File: src/hw/xaui_pkg.sv
`default_nettype none

package xaui_pkg;

  // ========================================
  // Port and lane geometry
  // ========================================
  localparam int NUM_PORTS      = 2;
  localparam int NUM_LANES      = 4;
  localparam int BYTES_PER_LANE = 2;
  localparam int BYTE_W         = 8;
  localparam int LANE_W         = BYTES_PER_LANE * BYTE_W;
  localparam int PORT_BYTES     = NUM_LANES * BYTES_PER_LANE;
  localparam int PORT_W         = PORT_BYTES * BYTE_W;

  typedef logic [PORT_W-1:0]         port_data_t;
  typedef logic [PORT_BYTES-1:0]     port_mask_t;
  typedef logic [LANE_W-1:0]         lane_data_t;
  typedef logic [BYTES_PER_LANE-1:0] lane_mask_t;
  typedef logic [NUM_LANES-1:0]      lane_flags_t;

  // ========================================
  // K characters
  // ========================================
  localparam logic [BYTE_W-1:0] K_COMMA = 8'hBC;
  localparam logic [BYTE_W-1:0] K_ALIGN = 8'h7C;

  // K28.0 to K28.7, then K23.7, K27.7, K29.7 and K30.7
  localparam int NUM_K_VALID = 12;
  localparam logic [BYTE_W-1:0] K_VALID_SET [NUM_K_VALID] = '{
    8'h1C, 8'h3C, 8'h5C, 8'h7C, 8'h9C, 8'hBC, 8'hDC, 8'hFC,
    8'hF7, 8'hFB, 8'hFD, 8'hFE
  };

  // Board wiring of each port, bit p belongs to port p
  localparam logic [NUM_PORTS-1:0] RX_LANE_STEER = 2'b01;
  localparam logic [NUM_PORTS-1:0] RX_INVERT     = 2'b10;

  // ========================================
  // Comma lock
  // ========================================
  localparam int LOCK_COMMAS = 4;
  localparam int LOCK_CNT_W  = $clog2(LOCK_COMMAS + 1);

  typedef enum logic [1:0] {
    LOCK_HUNT,
    LOCK_COUNT,
    LOCK_DONE
  } lock_state_t;

  function automatic logic k_code_legal(input logic [BYTE_W-1:0] code);
    logic hit;
    hit = 1'b0;
    for (int i = 0; i < NUM_K_VALID; i++) begin
      if (code == K_VALID_SET[i]) begin
        hit = 1'b1;
      end
    end
    return hit;
  endfunction

endpackage

`default_nettype wire
File: src/hw/xaui_lane_if.sv
`timescale 1ns/1ns
`default_nettype none

interface xaui_lane_if;
  import xaui_pkg::*;

  // One receive word per clock after steering and inversion
  port_data_t data;
  port_mask_t charisk;

  // Per-byte classification of that same word
  port_mask_t code_valid;
  port_mask_t comma;
  port_mask_t align_char;

  modport mapper (
    output data,
    output charisk,
    output code_valid,
    output comma,
    output align_char
  );

  modport sync (
    input data,
    input charisk,
    input code_valid,
    input comma,
    input align_char
  );

endinterface

`default_nettype wire

File: src/hw/xaui_infrastructure.sv
`timescale 1ns/1ns
`default_nettype none

module xaui_infrastructure (
  input  logic xaui_clk,
  input  logic reset,

  input  logic [xaui_pkg::NUM_PORTS-1:0]                       tx_rst,
  input  logic [xaui_pkg::NUM_PORTS*xaui_pkg::PORT_W-1:0]      txdata,
  input  logic [xaui_pkg::NUM_PORTS*xaui_pkg::PORT_BYTES-1:0]  txcharisk,
  output wire  [xaui_pkg::NUM_PORTS*xaui_pkg::PORT_W-1:0]      tx_lane_data,
  output wire  [xaui_pkg::NUM_PORTS*xaui_pkg::PORT_BYTES-1:0]  tx_lane_charisk,

  input  logic [xaui_pkg::NUM_PORTS-1:0]                       rx_rst,
  input  logic [xaui_pkg::NUM_PORTS*xaui_pkg::PORT_W-1:0]      rx_lane_data,
  input  logic [xaui_pkg::NUM_PORTS*xaui_pkg::PORT_BYTES-1:0]  rx_lane_charisk,
  input  logic [xaui_pkg::NUM_PORTS*xaui_pkg::NUM_LANES-1:0]   encommaalign,
  input  logic [xaui_pkg::NUM_PORTS-1:0]                       enchansync,
  output wire  [xaui_pkg::NUM_PORTS*xaui_pkg::PORT_W-1:0]      rxdata,
  output wire  [xaui_pkg::NUM_PORTS*xaui_pkg::PORT_BYTES-1:0]  rxcharisk,
  output wire  [xaui_pkg::NUM_PORTS*xaui_pkg::PORT_BYTES-1:0]  rxcodecomma,
  output wire  [xaui_pkg::NUM_PORTS*xaui_pkg::PORT_BYTES-1:0]  rxcodevalid,
  output wire  [xaui_pkg::NUM_PORTS*xaui_pkg::NUM_LANES-1:0]   rxsyncok,
  output wire  [xaui_pkg::NUM_PORTS*xaui_pkg::NUM_LANES-1:0]   rxlock
);
  import xaui_pkg::*;

  // Port p sits in slice p of every flat bus
  for (genvar p = 0; p < NUM_PORTS; p++) begin : g_port
    xaui_port #(
      .PORT_INDEX (p)
    ) u_port (
      .xaui_clk        (xaui_clk),
      .reset           (reset),
      .tx_rst          (tx_rst[p]),
      .rx_rst          (rx_rst[p]),
      .txdata          (txdata[p*PORT_W +: PORT_W]),
      .txcharisk       (txcharisk[p*PORT_BYTES +: PORT_BYTES]),
      .rx_lane_data    (rx_lane_data[p*PORT_W +: PORT_W]),
      .rx_lane_charisk (rx_lane_charisk[p*PORT_BYTES +: PORT_BYTES]),
      .encommaalign    (encommaalign[p*NUM_LANES +: NUM_LANES]),
      .enchansync      (enchansync[p]),
      .tx_lane_data    (tx_lane_data[p*PORT_W +: PORT_W]),
      .tx_lane_charisk (tx_lane_charisk[p*PORT_BYTES +: PORT_BYTES]),
      .rxdata          (rxdata[p*PORT_W +: PORT_W]),
      .rxcharisk       (rxcharisk[p*PORT_BYTES +: PORT_BYTES]),
      .rxcodecomma     (rxcodecomma[p*PORT_BYTES +: PORT_BYTES]),
      .rxcodevalid     (rxcodevalid[p*PORT_BYTES +: PORT_BYTES]),
      .rxsyncok        (rxsyncok[p*NUM_LANES +: NUM_LANES]),
      .rxlock          (rxlock[p*NUM_LANES +: NUM_LANES])
    );
  end

endmodule

`default_nettype wire

File: src/hw/xaui_port.sv
`timescale 1ns/1ns
`default_nettype none

module xaui_port #(
  parameter int PORT_INDEX = 0
) (
  input  logic                  xaui_clk,
  input  logic                  reset,
  input  logic                  tx_rst,
  input  logic                  rx_rst,
  input  xaui_pkg::port_data_t  txdata,
  input  xaui_pkg::port_mask_t  txcharisk,
  input  xaui_pkg::port_data_t  rx_lane_data,
  input  xaui_pkg::port_mask_t  rx_lane_charisk,
  input  xaui_pkg::lane_flags_t encommaalign,
  input  logic                  enchansync,
  output xaui_pkg::port_data_t  tx_lane_data,
  output xaui_pkg::port_mask_t  tx_lane_charisk,
  output xaui_pkg::port_data_t  rxdata,
  output xaui_pkg::port_mask_t  rxcharisk,
  output xaui_pkg::port_mask_t  rxcodecomma,
  output xaui_pkg::port_mask_t  rxcodevalid,
  output xaui_pkg::lane_flags_t rxsyncok,
  output xaui_pkg::lane_flags_t rxlock
);
  import xaui_pkg::*;

  logic rx_reset;

  xaui_lane_if lanes ();

  // ========================================
  // Transmit
  // ========================================
  always_ff @(posedge xaui_clk) begin
    if (reset || tx_rst) begin
      tx_lane_data    <= '0;
      tx_lane_charisk <= '0;
    end else begin
      tx_lane_data    <= txdata;
      tx_lane_charisk <= txcharisk;
    end
  end

  // ========================================
  // Receive
  // ========================================
  // The port's own rx_rst restarts lock without touching other ports
  assign rx_reset = reset | rx_rst;

  xaui_rx_lane_map #(
    .STEER  (RX_LANE_STEER[PORT_INDEX]),
    .INVERT (RX_INVERT[PORT_INDEX])
  ) u_lane_map (
    .xaui_clk     (xaui_clk),
    .reset        (rx_reset),
    .lane_data    (rx_lane_data),
    .lane_charisk (rx_lane_charisk),
    .lanes        (lanes.mapper)
  );

  xaui_rx_sync u_sync (
    .xaui_clk     (xaui_clk),
    .reset        (rx_reset),
    .lanes        (lanes.sync),
    .encommaalign (encommaalign),
    .enchansync   (enchansync),
    .rxdata       (rxdata),
    .rxcharisk    (rxcharisk),
    .rxcodecomma  (rxcodecomma),
    .rxcodevalid  (rxcodevalid),
    .rxsyncok     (rxsyncok),
    .rxlock       (rxlock)
  );

endmodule

`default_nettype wire

File: src/hw/xaui_rx_sync.sv
`timescale 1ns/1ns
`default_nettype none

module xaui_rx_sync (
  input  logic                  xaui_clk,
  input  logic                  reset,
  xaui_lane_if.sync             lanes,
  input  xaui_pkg::lane_flags_t encommaalign,
  input  logic                  enchansync,
  output xaui_pkg::port_data_t  rxdata,
  output xaui_pkg::port_mask_t  rxcharisk,
  output xaui_pkg::port_mask_t  rxcodecomma,
  output xaui_pkg::port_mask_t  rxcodevalid,
  output xaui_pkg::lane_flags_t rxsyncok,
  output xaui_pkg::lane_flags_t rxlock
);
  import xaui_pkg::*;

  lock_state_t           state_q [NUM_LANES];
  lock_state_t           state_d [NUM_LANES];
  logic [LOCK_CNT_W-1:0] count_q [NUM_LANES];
  logic [LOCK_CNT_W-1:0] count_d [NUM_LANES];
  lane_flags_t           sync_d;

  // ========================================
  // Per-lane comma lock
  // ========================================
  always_comb begin
    lane_mask_t          lane_valid;
    lane_mask_t          lane_comma;
    lane_mask_t          lane_align;
    logic [LOCK_CNT_W:0] commas;
    logic [LOCK_CNT_W:0] total;
    for (int i = 0; i < NUM_LANES; i++) begin
      lane_valid = lanes.code_valid[i*BYTES_PER_LANE +: BYTES_PER_LANE];
      lane_comma = lanes.comma[i*BYTES_PER_LANE +: BYTES_PER_LANE];
      lane_align = lanes.align_char[i*BYTES_PER_LANE +: BYTES_PER_LANE];
      // Commas only count while alignment is enabled on the lane
      commas = encommaalign[i] ? (LOCK_CNT_W+1)'($countones(lane_comma)) : '0;
      total = {1'b0, count_q[i]} + commas;
      state_d[i] = state_q[i];
      count_d[i] = count_q[i];
      if (!(&lane_valid)) begin
        state_d[i] = LOCK_HUNT;
        count_d[i] = '0;
      end else begin
        case (state_q[i])
          LOCK_HUNT, LOCK_COUNT: begin
            if (commas != '0) begin
              if (total >= LOCK_COMMAS) begin
                state_d[i] = LOCK_DONE;
                count_d[i] = LOCK_CNT_W'(LOCK_COMMAS);
              end else begin
                state_d[i] = LOCK_COUNT;
                count_d[i] = total[LOCK_CNT_W-1:0];
              end
            end
          end
          LOCK_DONE: begin
            state_d[i] = LOCK_DONE;
          end
          default: begin
            state_d[i] = LOCK_HUNT;
            count_d[i] = '0;
          end
        endcase
      end
      // Sync is judged against the lock that this word leaves behind
      sync_d[i] = (state_d[i] == LOCK_DONE) &&
                  (rxsyncok[i] || (enchansync && (|lane_align)));
    end
  end

  always_ff @(posedge xaui_clk) begin
    if (reset) begin
      for (int i = 0; i < NUM_LANES; i++) begin
        state_q[i] <= LOCK_HUNT;
        count_q[i] <= '0;
      end
      rxsyncok    <= '0;
      rxcodecomma <= '0;
      rxcodevalid <= '0;
    end else begin
      for (int i = 0; i < NUM_LANES; i++) begin
        state_q[i] <= state_d[i];
        count_q[i] <= count_d[i];
      end
      rxsyncok    <= sync_d;
      rxcodecomma <= lanes.comma;
      rxcodevalid <= lanes.code_valid;
    end
  end

  always_ff @(posedge xaui_clk) begin
    rxdata    <= lanes.data;
    rxcharisk <= lanes.charisk;
  end

  always_comb begin
    for (int i = 0; i < NUM_LANES; i++) begin
      rxlock[i] = (state_q[i] == LOCK_DONE);
    end
  end

  // ========================================
  // Checks
  // ========================================
  a_sync_needs_lock: assert property (
    @(posedge xaui_clk) disable iff (reset) (rxsyncok & ~rxlock) == '0
  );

  a_no_lock_after_reset: assert property (
    @(posedge xaui_clk) reset |=> (rxlock == '0)
  );

endmodule

`default_nettype wire

File: src/hw/xaui_rx_lane_map.sv
`timescale 1ns/1ns
`default_nettype none

module xaui_rx_lane_map #(
  parameter bit STEER  = 1'b0,
  parameter bit INVERT = 1'b0
) (
  input  logic                 xaui_clk,
  input  logic                 reset,
  input  xaui_pkg::port_data_t lane_data,
  input  xaui_pkg::port_mask_t lane_charisk,
  xaui_lane_if.mapper          lanes
);
  import xaui_pkg::*;

  port_data_t data_q;
  port_mask_t charisk_q;
  lane_data_t lane_word [NUM_LANES];
  lane_mask_t lane_k    [NUM_LANES];

  always_ff @(posedge xaui_clk) begin
    if (reset) begin
      data_q    <= '0;
      charisk_q <= '0;
    end else begin
      data_q    <= lane_data;
      charisk_q <= lane_charisk;
    end
  end

  // ========================================
  // Steering and polarity
  // ========================================
  always_comb begin
    for (int i = 0; i < NUM_LANES; i++) begin
      lane_word[i] = data_q[i*LANE_W +: LANE_W];
      lane_k[i]    = charisk_q[i*BYTES_PER_LANE +: BYTES_PER_LANE];
    end
    for (int i = 0; i < NUM_LANES; i++) begin
      // A reversed port trades lane i for lane 3-i, K flags go along
      if (STEER) begin
        lanes.data[i*LANE_W +: LANE_W] = lane_word[NUM_LANES-1-i];
        lanes.charisk[i*BYTES_PER_LANE +: BYTES_PER_LANE] = lane_k[NUM_LANES-1-i];
      end else begin
        lanes.data[i*LANE_W +: LANE_W] = lane_word[i];
        lanes.charisk[i*BYTES_PER_LANE +: BYTES_PER_LANE] = lane_k[i];
      end
    end
    // Swapped pair polarity flips the data only
    if (INVERT) begin
      lanes.data = ~lanes.data;
    end
  end

  // ========================================
  // Byte classification
  // ========================================
  always_comb begin
    for (int b = 0; b < PORT_BYTES; b++) begin
      lanes.comma[b] = lanes.charisk[b] && (lanes.data[b*BYTE_W +: BYTE_W] == K_COMMA);
      lanes.align_char[b] = lanes.charisk[b] && (lanes.data[b*BYTE_W +: BYTE_W] == K_ALIGN);
      lanes.code_valid[b] = !lanes.charisk[b] ||
                            k_code_legal(lanes.data[b*BYTE_W +: BYTE_W]);
    end
  end

endmodule

`default_nettype wire

File: config.mk
export PLATFORM = sky130hd
export DESIGN_NAME = xaui_infrastructure
export DESIGN_NICKNAME = d
export VERILOG_FILES = /design/src/hw/xaui_pkg.sv /design/src/hw/xaui_lane_if.sv /design/src/hw/xaui_infrastructure.sv /design/src/hw/xaui_port.sv /design/src/hw/xaui_rx_sync.sv /design/src/hw/xaui_rx_lane_map.sv
export SDC_FILE = /design/constraint.sdc
export NUM_CORES = 1
export LEC_CHECK = 0
export BUFFER_PORTS_ARGS = -buffer_cell sky130_fd_sc_hd__buf_2
export CORE_AREA = 2 2 252 254
export DETAILED_ROUTE_END_ITERATION = 10
export DIE_AREA = 0 0 254 256
export GPL_ROUTABILITY_DRIVEN = 1
export SYNTH_ARGS = -nofsm -noshare
export SYNTH_HDL_FRONTEND = slang
export SYNTH_SLANG_ARGS = --single-unit
File: constraint.sdc
create_clock -name xaui_clk -period 3.1 [get_ports xaui_clk]
set_input_delay 0.31 -clock xaui_clk [delete_from_list [all_inputs] [get_ports xaui_clk]]
set_output_delay 0.31 -clock xaui_clk [all_outputs]
set_load 0.02 [all_outputs]
==> results of run 1 <==
## path summary, 6_finish.rpt
kind	cells past startpoint	from	to	slack, ns
worst min register to register	0	g_port[0].u_port.u_lane_map.data_q[60]$_SDFF_PP0_	g_port[0].u_port.u_sync.rxdata[12]$_DFF_P_	0.36
worst max-delay path	12	g_port[0].u_port.u_lane_map.data_q[58]$_SDFF_PP0_	g_port[0].u_port.u_sync.count_q[0][0]$_SDFFE_PP0P_	0.11
worst min-delay path	2	txdata[77]	g_port[1].u_port.tx_lane_data[13]$_SDFF_PP0_	0.04
worst max register to register	12	g_port[0].u_port.u_lane_map.data_q[58]$_SDFF_PP0_	g_port[0].u_port.u_sync.count_q[0][0]$_SDFFE_PP0P_	0.11
## per-stage QoR
step	setup TNS (ns)	worst slack, ns	instance area, µm²	instances
6_report	0	0.1060	24630	3228
5_1_grt	-0.06952	-0.02676	24630	3227
4_1_cts	0	0.001930	24450	3219
3_5_place_dp	-0.4099	-0.07518	19930	2857
3_3_place_gp	-0.009454	-0.009454	19930	2857
2_1_floorplan	0	0.1443	15590	1382
## worst max-delay path: stages (launching register included)
cell     delay [ns]
dfxtp_2        0.35
nand2_1        0.07
or4_4          0.49
nor3b_2        0.19
ha_1           0.27
and2_1         0.18
ha_2           0.20
fa_1           0.41
and2_1         0.18
a21oi_2        0.17
nor2_1         0.10
a22oi_1        0.21
nor2_1         0.06
## metal layers
layer	part of all wire (%)	GRT usage (%)	wire [µm]	vias to the layer above
met5	0.058	0	34	-
met4	7.0	11.47	4120	6
met3	8.8	6.112	5169	174
met2	49	30.90	29060	604
met1	35	16.52	20440	6296
li1	-	-	-	6471
## flip-flops by register name (all words and copies together) (netlist names)
signal	cells
g_port.u_port.u_sync.rxcharisk	16
g_port.u_port.tx_lane_data	128
g_port.u_port.u_sync.rxcodevalid	16
g_port.u_port.tx_lane_charisk	16
g_port.u_port.u_lane_map.lanes.charisk	8
g_port.u_port.u_lane_map.charisk_q	8
g_port.u_port.u_sync.rxdata	128
g_port.u_port.u_sync.state_q	16
g_port.u_port.u_sync.rxcodecomma	16
g_port.u_port.u_sync.count_q	24
g_port.u_port.u_lane_map.data_q	128
g_port.u_port.u_sync.rxsyncok	8
## layout make-up
cell class / instances / area share (%)
Antenna cell: 5 / 0.05079
Clock buffer: 70 / 6.095
Clock inverter: 27 / 1.437
Inverter: 98 / 1.493
Multi-Input combinational cell: 738 / 20.38
Sequential cell: 512 / 41.62
Tap cell: 846 / 4.297
Timing Repair Buffer: 932 / 24.62
## what timing repair did
| action | CTS | global route |
|---|---|---|
| setup buffers | 0 | 2 |
| pin swaps | 0 | 11 |
| resized for setup | 4 | 32 |
| endpoints found under the hold margin | 265 | 2 |
| cloned | 0 | 0 |
| endpoints found under the setup margin | 7 | 37 |
| hold buffers | 265 | 2 |
## cells by family (layout without fill, tap and decap cells)
logic type	Yosys count	count (layout)	share of synthesized area [%]
adders and majority gates	33	33	3.018
other	0	5	0
AOI/OAI and AO/OA	149	149	6.999
xor gates and xnor gates	8	8	0.4495
DFF	512	512	65.76
muxes	9	9	0.5860
buffers and inverters	132	1127	3.179
and+or+nand+nor	539	539	20.01
## synthesized netlist by cell type (3+ instances only)
library cell and number:
xor2_1 4, o32ai_1 6, nand2_1 30, a31oi_1 14, mux2i_1 8, nor2b_1 5
and3_1 11, inv_1 98, clkbuf_1 34, a211oi_1 12, or2_2 5, nor3b_1 8
a32oi_1 4, o21a_1 7, nor3_1 39, nand4b_1 5, xnor2_1 4, nor4_1 19
a2111oi_2 3, and2_1 313, dfxtp_1 512, nand4_1 12, nand2b_1 5, o21bai_1 5
a22oi_1 16, fa_1 8, nor2_1 66, ha_1 24, o21ai_0 21, o211ai_1 6
a21oi_1 30, nand3_1 9
## where the power goes
part | internal (mW) | total (mW) | leakage (nW) | switching (mW)
Clock | 4.01 | 6.74 | 0.924 | 2.73
Combinational | 0.598 | 1.23 | 6.06 | 0.635
Sequential | 6.82 | 6.95 | 4.20 | 0.130
Total | 11.4 | 14.9 | 11.2 | 3.50
==> results by group, run 1 <==
Floorplanning
  – # rows: 92
  – Top-level I/O count: 640
  – Die X: 254 µm
  – Die area: 65020 µm²
  – Starting Density: 24.98%
  – Core area: 62390 µm²
  – Die Span Y: 256 µm

Drt
  – Vias: 13.55k
  – Drt via density: 4.198
  – Drt pass-1 iters: 5
  – Antenna viol nets, final: 0
  – Number of remaining DRC errors: 0
  – Routed length per instance: 18.22 µm
  – Initial drt markers: 592
  – Final wirelength: 58.82 mm

Logic synthesis
  – Sequential share of the synthesized area: 65.76%
  – Syn Std Cell Area: 15590 µm²
  – Synthesis warning total: 0
  – Mapped Cells: 1382
  – Post-synthesis net count: 1718
  – Synth cell types: 62
  – Area share of the largest cell type after synthesis: 65.76%
  – Mean Syn Cell Area: 11.28 µm²
  – Asr flop ratio synth: 0%
  – Synth area leader: dfxtp_1
  – Number of flops mapped to enable cells by yosys: 0
  – Synth Flop Type: dfxtp_1
  – Top cells by area, synth: dfxtp_1, and2_1, inv_1
  – Flops & latches, synth: 512

Job
  – # Max-Cap Violations: 0

Status
  – Outcome: complete, no violations

Global route
  – Initial antenna violation count: 9
  – Largest net degree at the start of global routing: 73
  – Congestion Overflow GR: 0
  – First-pass GRT wire length: 84.53 mm
  – Number of global-route vias before repair: 14.36k
  – Tot GR Track Use: 17.26%

Power
  – Pwr dens: 605.8 nW/µm²
  – Design Power: 14.92 mW
  – Max VDD drop: 0.4172 mV
  – Pleak: 11.18 nW

Cells and area
  – Area taken by multi-input logic gates: 5020 µm²
  – FF/Latch Area: 10250 µm²
  – Util after Layout: 39.48%
  – Filler cells: 6020
  – Commonest non-fill, non-tap cells in the layout: buf_2, dfxtp_1, and2_1, dlygate4sd3_1, inv_1
  – Layout overhead on the synthesized area: 58.03%
  – Share of post-route cells with drive strength above 1: 33.95%
  – Final nets: 2672
  – Commonest non-fill, non-tap cell in the layout: buf_2

Setup path
  – Nature of the critical path endpoint: register
  – Crit Path Max Fanout: 3
  – Startpoint Class: register
  – WP data required: 3.57 ns
  – Setup CP Type: reg2reg
  – Crit path DAT: 3.46 ns

STA
  – Final worst path period need: 2.994 ns
  – Final setup violation count: 0
  – Tcrit/Tclk final: 96.58%
  – Max Fclk: 334.0 MHz
  – Worst Skew: 0.02084 ns
  – Slew HR: 55.08%
  – Final Hold Viols: 0
  – Worst Max-Slew Pin Slew: 0.6723 ns
  – RSZ-0062 raised after global routing: true
  – Pins Over Slew Limit: 0
  – Final hold slack: 0.04134 ns

Worst hold path
  – Min-delay worst type: in2reg

CTS
  – Root buffer cell: clkbuf_16
  – CTS Buf Count: 54
  – Clk slew on worst S/H paths: 0.06 ns
  – Skew-Pair Late Insertion Delay: 0.60 ns
  – TritonCTS clock tree: yes
  – Clock tree buffer depth: 3
  – Clock sink count: 512
  – H-tree depth: 2

Placed design
  – Port bufs: 639
  – DPL Wire Length: 44.49 mm
  – RePlAce Congestion: 0.9198
Power figures use the tool's default switching activity.
==> run 2: changes to the inputs <==
Settings changed: CTS_CLUSTER_DIAMETER set to 60, GPL_ROUTABILITY_DRIVEN 1 to 0, MAX_ROUTING_LAYER set to met4.
==> results by group, run 2 (same netlist as run 1, synthesis figures left out) <==
Setup path
  – Slack of the worst reg-to-reg path: 0.11 ns
  – Worst r2r src: g_port[0].u_port.u_lane_map.data_q[58]$_SDFF_PP0_
  – Slowest CP cell: or4_4
  – Nature of the critical path endpoint: register
  – R2R Path End: g_port[0].u_port.u_sync.count_q[0][2]$_SDFFE_PP0P_
  – Slowest stage delay, CP: 0.51 ns
  – FF-to-FF path depth: 13
  – Crit Path Max Fanout: 3
  – Crit path DAT: 3.51 ns
  – CP Launch Point: g_port[0].u_port.u_lane_map.data_q[58]$_SDFF_PP0_
  – Setup CP Type: reg2reg
  – WP data required: 3.63 ns
  – Critical-path cell list: nand2_1 > or4_4 > nor3b_4 > ha_1 > and2_1 > ha_2 > fa_1 > and2_1 > a21oi_2 > buf_4 > buf_4 > a22oi_1 > nor2_1
  – Startpoint Class: register
  – Crit path capture: g_port[0].u_port.u_sync.count_q[0][2]$_SDFFE_PP0P_

Cells and area
  – Final nets: 2679
  – Largest regs: g_port.u_port.tx_lane_data (128), g_port.u_port.u_lane_map.data_q (128), g_port.u_port.u_sync.rxdata (128)
  – Final Non-Filler Cells: 3242
  – Share of post-route cells with drive strength above 1: 34.14%
  – Commonest non-fill, non-tap cells in the layout: buf_2, dfxtp_1, and2_1, dlygate4sd3_1, inv_1
  – Commonest non-fill, non-tap cell in the layout: buf_2
  – Layout overhead on the synthesized area: 59.22%

CTS
  – TritonCTS clock tree: yes
  – H-tree depth: 2
  – Skew-Pair Late Insertion Delay: 0.60 ns
  – CTS Buf Count: 59
  – Root buffer cell: clkbuf_16
  – Clk slew on worst S/H paths: 0.06 ns
  – Clock sink count: 512
  – Clock tree buffer depth: 3

Drt
  – Initial drt markers: 509
  – Antenna viol nets, final: 0
  – Number of remaining DRC errors: 0
  – Final wirelength: 58.06 mm
  – Drt via density: 4.162
  – Routed length per instance: 17.91 µm
  – Drt pass-1 iters: 5
  – Vias: 13.49k

Global route
  – Initial antenna violation count: 8
  – Tot GR Track Use: 17.75%
  – Number of global-route vias before repair: 14.34k
  – Largest net degree at the start of global routing: 73
  – First-pass GRT wire length: 84.67 mm
  – Congestion Overflow GR: 0

Power
  – Design Power: 15.29 mW
  – Pwr dens: 616.3 nW/µm²
  – Pleak: 11.26 nW
  – Max VDD drop: 0.6650 mV

STA
  – Slew HR: 42.59%
  – Max Fclk: 335.0 MHz
  – Worst Max-Slew Pin Slew: 0.8592 ns
  – Final Hold Viols: 0
  – Final setup violation count: 0
  – Final worst path period need: 2.985 ns
  – Tcrit/Tclk final: 96.30%
  – Worst Skew: 0.02287 ns
  – Final worst setup slack: 0.1147 ns
  – Pins Over Slew Limit: 0

Floorplanning
  – Die area: 65020 µm²
  – Top-level I/O count: 640
  – Die X: 254 µm
  – Starting Density: 24.98%
  – Core area: 62390 µm²
  – # rows: 92
  – Die Span Y: 256 µm

Worst hold path
  – Hold Crit Start: txdata[101]
  – Min-delay worst type: in2reg

Placed design
  – Pre-CTS WS: -0.1309 ns
  – DPL Wire Length: 44.14 mm
  – Placed Instances: 2860
  – Port bufs: 639

Job
  – # Max-Cap Violations: 0

Status
  – Outcome: complete, no violations
==> run 2: cell types whose count changed in the layout (fill, tap and decap cells not counted), moves of 2 or more <==
cell / before / now
clkinv_2: 11 / 7
clkbuf_1: 7 / 10
clkinv_8: 1 / 3
inv_6: 5 / 2
clkbuf_16: 54 / 59
inv_8: 1 / 4
clkinvlp_4: 0 / 5
==> run 2: stage by stage <==
stage / util [%] / setup TNS, ns / area [µm²] / hold WS [ns]
after global routing: 39.78 / -0.08460 / 24820 / 0.006943
after detailed placement: 32.00 / -0.5040 / 19960 / 0.3560
after global placement: 32.00 / -0.03278 / 19960 / 0.3522
after floorplan: - / 0 / 15590 / 0.3386
after CTS: 39.56 / 0 / 24680 / 0.003156
final: 39.78 / 0 / 24820 / 0.03990
==> run 2: worst min path at each step <==
stage | end | slack, ns | depth (start not counted)
6_report | g_port[1].u_port.tx_lane_data[37]$_SDFF_PP0_ | 0.04 | 2
5_1_grt | g_port[1].u_port.tx_lane_charisk[5]$_SDFF_PP0_ | 0.007 | 2
4_1_cts | g_port[1].u_port.tx_lane_data[2]$_SDFF_PP0_ | 0.003 | 2
3_5_place_dp | g_port[0].u_port.u_sync.rxdata[44]$_DFF_P_ | 0.36 | 0
3_3_place_gp | g_port[0].u_port.u_sync.rxcharisk[1]$_DFF_P_ | 0.35 | 0
2_1_floorplan | g_port[0].u_port.u_sync.rxcharisk[5]$_DFF_P_ | 0.34 | 0
==> run 2: worst max-delay path: cells and delay by family (launching register included) <==
kind / cells / cell delay, ns
compound gates: 2 / 0.22
flops: 1 / 0.34
fa+ha+maj: 3 / 0.88
simple gates: 6 / 1.25
buf+inv: 2 / 0.23
==> run 2: layer usage <==
metal | vias to the layer above | part of all wire [%] | global-route usage [%] | wire, µm
li1 | 6492 | - | - | -
met1 | 6256 | 35 | 16.51 | 20270
met2 | 583 | 49 | 30.84 | 28610
met3 | 161 | 8.3 | 5.787 | 4838
met4 | 0 | 7.5 | 11.94 | 4352
met5 | - | 0 | - | 0
==> run 2: timing repair <==
action | in CTS | in global routing
hold buffers | 266 | 1
gates resized for setup | 5 | 28
endpoints found under the hold margin | 266 | 1
pin swaps | 0 | 9
setup endpoints to repair | 10 | 30
setup buffers | 0 | 1
==> run 2: final cells by class <==
type                            count  area, µm²
Fill cell                        5977      37570
Clock buffer                       79       1652
Multi-Input combinational cell    738       4997
Inverter                           98      367.9
Sequential cell                   512      10250
Clock inverter                     29      381.6
Tap cell                          846       1059
Timing Repair Buffer              934       6093
Antenna cell                        6      15.01
==> run 2: report_power, final <==
part / total [mW] / switching (mW) / leakage, nW / internal (mW)
clock: 7.11 / 2.83 / 0.986 / 4.28
combinational: 1.23 / 0.629 / 6.07 / 0.601
sequential: 6.95 / 0.131 / 4.20 / 6.82
total: 15.3 / 3.60 / 11.3 / 11.7
